[src/verilog/approx_mul_pkg.sv]
package approx_mul_pkg;

    // datapath widths.
    localparam int operand_width = 8;
    localparam int product_width = 16;

    // accumulator wraps at this width.
    localparam int acc_width = 24;

    // approximate low bits of each adder.
    // lo is the cross-product adder, hi is the recombining adder.
    localparam int approx_bits_8_lo = 0;
    localparam int approx_bits_8_hi = 5;

    localparam int approx_bits_6_lo = 0;
    localparam int approx_bits_6_hi = 1;

    localparam int approx_bits_4_lo = 0;
    localparam int approx_bits_4_hi = 0;

    // config write data fields.
    localparam int cfg_acc_en_bit = 0;
    localparam int cfg_clear_bit = 1;

endpackage

[src/verilog/lower_or_adder.sv]
`timescale 1ns/10ps

module lower_or_adder #(
    parameter int a_width = 8,
    parameter int b_width = 8,
    parameter int or_bits = 0,
    localparam int in_width = (a_width > b_width) ? a_width : b_width
) (
    input  logic [a_width-1:0] x,
    input  logic [b_width-1:0] y,
    output logic [in_width:0]  sum
);
    logic [in_width-1:0] x_ext;
    logic [in_width-1:0] y_ext;

    // narrower input is zero extended.
    assign x_ext = in_width'(x);
    assign y_ext = in_width'(y);

    generate
        if (or_bits == 0) begin : g_exact
            assign sum = x_ext + y_ext;
        end else begin : g_lower_or
            logic [in_width-or_bits:0] upper;

            // upper part gets no carry from the or region.
            assign upper = x_ext[in_width-1:or_bits] + y_ext[in_width-1:or_bits];
            assign sum = {upper, x_ext[or_bits-1:0] | y_ext[or_bits-1:0]};
        end
    endgenerate

endmodule

[src/verilog/small_array_mult.sv]
`timescale 1ns/10ps

module small_array_mult #(
    parameter int a_width = 2,
    parameter int b_width = 2,
    localparam int p_width = (a_width == 1) ? b_width :
                             (b_width == 1) ? a_width : a_width + b_width
) (
    input  logic [a_width-1:0] x,
    input  logic [b_width-1:0] y,
    output logic [p_width-1:0] p
);
    logic [a_width+b_width-1:0] partial_sum;

    // one and-row per multiplier bit, shifted and summed.
    always_comb begin
        partial_sum = '0;
        for (int i = 0; i < b_width; i++) begin
            partial_sum = partial_sum + ((a_width + b_width)'(x & {a_width{y[i]}}) << i);
        end
    end

    // a 1-bit factor cannot widen the product.
    assign p = partial_sum[p_width-1:0];

endmodule

[src/verilog/recursive_mult_4x4.sv]
`timescale 1ns/10ps

module recursive_mult_4x4 import approx_mul_pkg::*; (
    input  logic [3:0] a,
    input  logic [3:0] b,
    output logic [7:0] p
);
    logic       a_hi;
    logic       b_hi;
    logic [2:0] a_lo;
    logic [2:0] b_lo;
    logic       p_hh;
    logic [2:0] p_hl;
    logic [2:0] p_lh;
    logic [5:0] p_ll;
    logic [3:0] operand1;
    logic [3:0] operand2;
    logic [4:0] total;

    // split 1/3.
    assign a_hi = a[3];
    assign b_hi = b[3];
    assign a_lo = a[2:0];
    assign b_lo = b[2:0];

    small_array_mult #(.a_width(1), .b_width(1)) u_mult_hh (.x(a_hi), .y(b_hi), .p(p_hh));
    small_array_mult #(.a_width(1), .b_width(3)) u_mult_hl (.x(a_hi), .y(b_lo), .p(p_hl));
    small_array_mult #(.a_width(3), .b_width(1)) u_mult_lh (.x(a_lo), .y(b_hi), .p(p_lh));
    small_array_mult #(.a_width(3), .b_width(3)) u_mult_ll (.x(a_lo), .y(b_lo), .p(p_ll));

    // high product sits above the upper half of the low product.
    assign operand1 = {p_hh, p_ll[5:3]};

    lower_or_adder #(
        .a_width(3),
        .b_width(3),
        .or_bits(approx_bits_4_lo)
    ) u_add_cross (
        .x(p_hl),
        .y(p_lh),
        .sum(operand2)
    );

    lower_or_adder #(
        .a_width(4),
        .b_width(4),
        .or_bits(approx_bits_4_hi)
    ) u_add_final (
        .x(operand1),
        .y(operand2),
        .sum(total)
    );

    assign p = {total, p_ll[2:0]};

endmodule

[src/verilog/recursive_mult_6x6.sv]
`timescale 1ns/10ps

module recursive_mult_6x6 import approx_mul_pkg::*; (
    input  logic [5:0]  a,
    input  logic [5:0]  b,
    output logic [11:0] p
);
    logic [1:0] a_hi;
    logic [1:0] b_hi;
    logic [3:0] a_lo;
    logic [3:0] b_lo;
    logic [3:0] p_hh;
    logic [5:0] p_hl;
    logic [5:0] p_lh;
    logic [7:0] p_ll;
    logic [7:0] operand1;
    logic [6:0] operand2;
    logic [8:0] total;

    // split 2/4.
    assign a_hi = a[5:4];
    assign b_hi = b[5:4];
    assign a_lo = a[3:0];
    assign b_lo = b[3:0];

    small_array_mult #(.a_width(2), .b_width(2)) u_mult_hh (.x(a_hi), .y(b_hi), .p(p_hh));
    small_array_mult #(.a_width(2), .b_width(4)) u_mult_hl (.x(a_hi), .y(b_lo), .p(p_hl));
    small_array_mult #(.a_width(4), .b_width(2)) u_mult_lh (.x(a_lo), .y(b_hi), .p(p_lh));

    // low x low goes through the next recursion level.
    recursive_mult_4x4 u_mult_ll (.a(a_lo), .b(b_lo), .p(p_ll));

    assign operand1 = {p_hh, p_ll[7:4]};

    lower_or_adder #(
        .a_width(6),
        .b_width(6),
        .or_bits(approx_bits_6_lo)
    ) u_add_cross (
        .x(p_hl),
        .y(p_lh),
        .sum(operand2)
    );

    lower_or_adder #(
        .a_width(8),
        .b_width(7),
        .or_bits(approx_bits_6_hi)
    ) u_add_final (
        .x(operand1),
        .y(operand2),
        .sum(total)
    );

    // total[8] is never set: approximate terms never exceed the exact ones.
    assign p = {total[7:0], p_ll[3:0]};

endmodule

[src/verilog/recursive_mult_8x8.sv]
`timescale 1ns/10ps

module recursive_mult_8x8 import approx_mul_pkg::*; (
    input  logic [operand_width-1:0] a,
    input  logic [operand_width-1:0] b,
    output logic [product_width-1:0] p
);
    logic [5:0]  a_hi;
    logic [5:0]  b_hi;
    logic [1:0]  a_lo;
    logic [1:0]  b_lo;
    logic [11:0] p_hh;
    logic [7:0]  p_hl;
    logic [7:0]  p_lh;
    logic [3:0]  p_ll;
    logic [13:0] operand1;
    logic [8:0]  operand2;
    logic [14:0] total;

    // split 6/2, the wide part recurses.
    assign a_hi = a[7:2];
    assign b_hi = b[7:2];
    assign a_lo = a[1:0];
    assign b_lo = b[1:0];

    recursive_mult_6x6 u_mult_hh (.a(a_hi), .b(b_hi), .p(p_hh));

    small_array_mult #(.a_width(6), .b_width(2)) u_mult_hl (.x(a_hi), .y(b_lo), .p(p_hl));
    small_array_mult #(.a_width(2), .b_width(6)) u_mult_lh (.x(a_lo), .y(b_hi), .p(p_lh));
    small_array_mult #(.a_width(2), .b_width(2)) u_mult_ll (.x(a_lo), .y(b_lo), .p(p_ll));

    assign operand1 = {p_hh, p_ll[3:2]};

    lower_or_adder #(
        .a_width(8),
        .b_width(8),
        .or_bits(approx_bits_8_lo)
    ) u_add_cross (
        .x(p_hl),
        .y(p_lh),
        .sum(operand2)
    );

    // five or'ed low bits here dominate the product error.
    lower_or_adder #(
        .a_width(14),
        .b_width(9),
        .or_bits(approx_bits_8_hi)
    ) u_add_final (
        .x(operand1),
        .y(operand2),
        .sum(total)
    );

    // result fits in 16 bits, so the adder carry out stays clear.
    assign p = {total[13:0], p_ll[1:0]};

endmodule

[src/verilog/mac_config_regs.sv]
`timescale 1ns/10ps

module mac_config_regs import approx_mul_pkg::*; (
    input  logic       clk,
    input  logic       rst,
    input  logic       cfg_we,
    input  logic [1:0] cfg_wdata,
    output logic       acc_en,
    output logic       acc_clear
);
    logic clear_req;

    assign clear_req = cfg_we && cfg_wdata[cfg_clear_bit];

    // enable level, updated only on a write.
    always_ff @(posedge clk) begin
        if (rst) begin
            acc_en <= 1'b0;
        end else if (cfg_we) begin
            acc_en <= cfg_wdata[cfg_acc_en_bit];
        end
    end

    // clear is a single-cycle pulse per write.
    always_ff @(posedge clk) begin
        if (rst) begin
            acc_clear <= 1'b0;
        end else begin
            acc_clear <= clear_req;
        end
    end

endmodule

[src/verilog/mac_datapath.sv]
`timescale 1ns/10ps

module mac_datapath import approx_mul_pkg::*; (
    input  logic                     clk,
    input  logic                     rst,
    input  logic                     in_valid,
    input  logic [operand_width-1:0] a,
    input  logic [operand_width-1:0] b,
    input  logic                     acc_en,
    input  logic                     acc_clear,
    output logic [product_width-1:0] product,
    output logic                     product_valid,
    output logic [acc_width-1:0]     acc
);
    logic [operand_width-1:0] a_q;
    logic [operand_width-1:0] b_q;
    logic                     operand_valid;
    logic [product_width-1:0] product_d;

    // stage 1 operand capture.
    always_ff @(posedge clk) begin
        if (in_valid) begin
            a_q <= a;
            b_q <= b;
        end
    end

    always_ff @(posedge clk) begin
        if (rst) begin
            operand_valid <= 1'b0;
        end else begin
            operand_valid <= in_valid;
        end
    end

    recursive_mult_8x8 u_mult (
        .a(a_q),
        .b(b_q),
        .p(product_d)
    );

    // stage 2 product register.
    always_ff @(posedge clk) begin
        if (rst) begin
            product       <= '0;
            product_valid <= 1'b0;
        end else begin
            product_valid <= operand_valid;
            if (operand_valid) begin
                product <= product_d;
            end
        end
    end

    // accumulate on the same edge the product is registered.
    // clear wins over an accumulation.
    always_ff @(posedge clk) begin
        if (rst) begin
            acc <= '0;
        end else if (acc_clear) begin
            acc <= '0;
        end else if (operand_valid && acc_en) begin
            acc <= acc + acc_width'(product_d);
        end
    end

endmodule

[src/verilog/approx_mac_top.sv]
`timescale 1ns/10ps

module approx_mac_top import approx_mul_pkg::*; (
    input  logic                     clk,
    input  logic                     rst,
    input  logic                     in_valid,
    input  logic [operand_width-1:0] a,
    input  logic [operand_width-1:0] b,
    input  logic                     cfg_we,
    input  logic [1:0]               cfg_wdata,
    output logic                     cfg_acc_en,
    output logic [product_width-1:0] product,
    output logic                     product_valid,
    output logic [acc_width-1:0]     acc
);
    logic acc_clear;

    mac_config_regs u_config (
        .clk(clk),
        .rst(rst),
        .cfg_we(cfg_we),
        .cfg_wdata(cfg_wdata),
        .acc_en(cfg_acc_en),
        .acc_clear(acc_clear)
    );

    // enable level is also visible at the top.
    mac_datapath u_datapath (
        .clk(clk),
        .rst(rst),
        .in_valid(in_valid),
        .a(a),
        .b(b),
        .acc_en(cfg_acc_en),
        .acc_clear(acc_clear),
        .product(product),
        .product_valid(product_valid),
        .acc(acc)
    );

endmodule

[config.mk]
export PLATFORM = sky130hd
export DESIGN_NAME = approx_mac_top
export DESIGN_NICKNAME = d
export VERILOG_FILES = /design/src/verilog/approx_mul_pkg.sv /design/src/verilog/lower_or_adder.sv /design/src/verilog/small_array_mult.sv /design/src/verilog/recursive_mult_4x4.sv /design/src/verilog/recursive_mult_6x6.sv /design/src/verilog/recursive_mult_8x8.sv /design/src/verilog/mac_config_regs.sv /design/src/verilog/mac_datapath.sv /design/src/verilog/approx_mac_top.sv
export SDC_FILE = /design/constraint.sdc
export NUM_CORES = 1
export LEC_CHECK = 0
export ABC_AREA = 1
export BUFFER_PORTS_ARGS = -buffer_cell sky130_fd_sc_hd__buf_2
export CAP_MARGIN = 30
export CORE_MARGIN = 2
export CORE_UTILIZATION = 40
export DETAILED_ROUTE_END_ITERATION = 16
export GPL_ROUTABILITY_DRIVEN = 0
export GPL_TIMING_DRIVEN = 0
export PLACE_DENSITY = 0.6
export SYNTH_ARGS = -nofsm -noshare
export SYNTH_HDL_FRONTEND = slang
export SYNTH_HIERARCHICAL = 1
export SYNTH_SLANG_ARGS = --single-unit
[constraint.sdc]
create_clock -name clk -period 4.8 [get_ports clk]
set_input_delay 0.48 -clock clk [delete_from_list [all_inputs] [get_ports clk]]
set_output_delay 0.48 -clock clk [all_outputs]
set_load 0.005 [all_outputs]
==> results.yml <==
outcome:
  outcome: "complete, but fails checks"
  violations: "setup timing"
drt:
  firstDrtPassIters: 5
  first_iter_violations: 360
  num_vias: 5977
  wirelength_um: 16300
  routed_via_density: 4.77
  drtAntennaViolNets: 0
  drc: 0
  wl_per_cell_um: 13.0
global_routing:
  overflow: 0
  grt_pass1_vias: 5819
  grt_util_met2: 0.327
  use_met1: 0.298
  grt_start_max_net_pins: 18
  grt_usage: 0.208
  grt_first_pass_wirelength_um: 27600
  grtUsageMet3: 0.0358
  grt_busiest_layer: "met2"
  antenna_found_initial: 0
logic_synthesis:
  synth_cells: 965
  syn_area_per_cell_um2: 6.41
  syn_nets: 1072
  ys_warn_count: 6
  syn_area_um2: 6180
timing:
  setup_viol: 14
  finalCritPeriodShare: 1.13
  final.setup_skew_ns: 0.00595
  rsz0062_at_grt: "true"
  tightestPinTransition_ns: 0.546
  finalCriticalPeriod_ns: 5.40
  setup_tns_ns: -6.88
  final_max_slew_viol_count: 0
  max_slew_margin: 0.636
  setup_slack_ns: -0.602
  fmax_mhz: 185
  hold_violations: 0
clocking:
  clk_latency_ns: 0.34
  cts.sinks: 60
  clk_path_buf_depth: 2
  cts_max_level: 3
  cts_tree: "done"
  hold_buffers: 0
  cts_root_buf: "clkbuf_16"
  path_clk_slew_ns: 0.06
  numCtsBuffers: 9
worst_setup_path:
  cp_max_fo: 5
  slowest_stage: "fa_2"
  critPathLaunchType: "flip-flop"
  cp_num_buf_inv: 8
  slowest_delay_ns: 0.52
  critPathRequiredTime_ns: 5.03
  critPathMostFrequentCell: "inv_2"
  worstSetupPathType: "reg -> reg"
  crit_family: "adder cells"
  critical_path_arrival_ns: 5.63
  endpoint_kind: "flip-flop"
worst_hold_path:
  hold_path.class: "in -> reg"
pwr:
  power.leakage_nw: 4.49
  ir_drop_mv: 0.242
  power.density_nw_per_um2: 513
floorplanning:
  die-area_um2: 16500
  io_pins: 64
  start_util: 0.408
  rows: 45
  core_um2: 15100
  die_x_um: 128
  die_h_um: 128
placed_design:
  io_buffers: 63
  dp_hpwl_um: 12300
  dpl.cell_count: 1216
layout:
  layout.nets: 1168
  fin_util: 0.512
  syn_to_final_growth_pct: 25.4
  diodes: 0
  drive_gt1_frac: 0.236
  stdcell_count: 1254
job:
  drv_cap: 0
[per-layer routing]
metal	vias up	part of all wire
met3	10	0.039
met5	-	0
met4	0	0.0099
met1	2712	0.51
li1	3160	-
met2	95	0.44
[worst reg2reg max path: cells and delay by family, from the launching register on]
kind | cells | cell delay [ns]
buffers and inverters | 8 | 0.42
DFF | 1 | 0.45
adders and majority gates | 9 | 3.04
xor gates and xnor gates | 1 | 0.16
AOI/OAI and AO/OA | 1 | 0.14
and+or+nand+nor | 12 | 1.11
[final timing paths]
path,startpoint,to,slack [ns],cells past startpoint
worst max register to register,u_datapath/a_q[3],u_datapath/acc[14],-0.60,31
worst max-delay path,u_datapath/a_q[3],u_datapath/acc[14],-0.60,31
worst min-delay path,b[5],u_datapath/b_q[5],0.32,1
worst min register to register,u_datapath/product[0],u_datapath/product[0],0.50,2
[placed cells by master, fill, tap and decap left out, drive strengths merged, types with 3 or more instances in the layout]
cell	n
a21oi	33
buf	90
clkbuf	13
clkinv	7
dfxtp	44
edfxtp	16
fa	13
ha	72
inv	207
nand2	292
nand3	69
nand3b	7
nand4	9
nor2	102
nor3	5
o211ai	3
o21ai	32
o21bai	7
or2	10
xnor2	20
xor2	10
[timing repair]
action                                  in CTS  in global routing
pin swaps                                   48                 46
gates resized for setup                     62                 58
endpoints found under the setup margin      14                 17
buffers inserted                            14                  8
hold endpoints to repair                     0                  0
cloned                                       0                  0
[power breakdown]
part           leakage, nW  internal [mW]  total, mW  switching [mW]
Combinational         3.84           1.16       2.74            1.57
Sequential           0.516          0.556      0.593          0.0368
Clock                0.139          0.399      0.649           0.250
[through the flow]
stage	cell area (um2)	setup WS [ns]	power [mW]	hold slack (ns)
finish	7750	-0.602	3.98	0.316
global route	7750	-0.828	4.29	0.304
CTS	7440	-0.514	3.62	0.306
detailed placement	6840	-0.829	2.50	0.478
global placement	6840	-0.839	2.49	0.480
floorplan	6290	-0.242	2.12	0.487
[registers in the layout (all words and copies together) (netlist names)]
signal	cells
u_config/acc_clear	1
u_datapath/operand_valid	1
u_datapath/product	16
u_config/acc_en	1
u_datapath/acc	24
u_datapath/product_valid	1
u_datapath/b_q	8
u_datapath/a_q	8
[final cells by class]
| class | instances | area [um2] |
|---|---|---|
| plain buffers | 9 | 40.0 |
| clock buffers | 9 | 225 |
| clock inverters | 7 | 67.6 |
| fillers | 1493 | 7390 |
| inverters | 210 | 793 |
| multi-input cells | 686 | 4540 |
| flip-flops and latches | 60 | 1360 |
| well taps | 188 | 235 |
| repair buffers | 85 | 497 |
No activity file was read; power rests on OpenSTA's default activity.
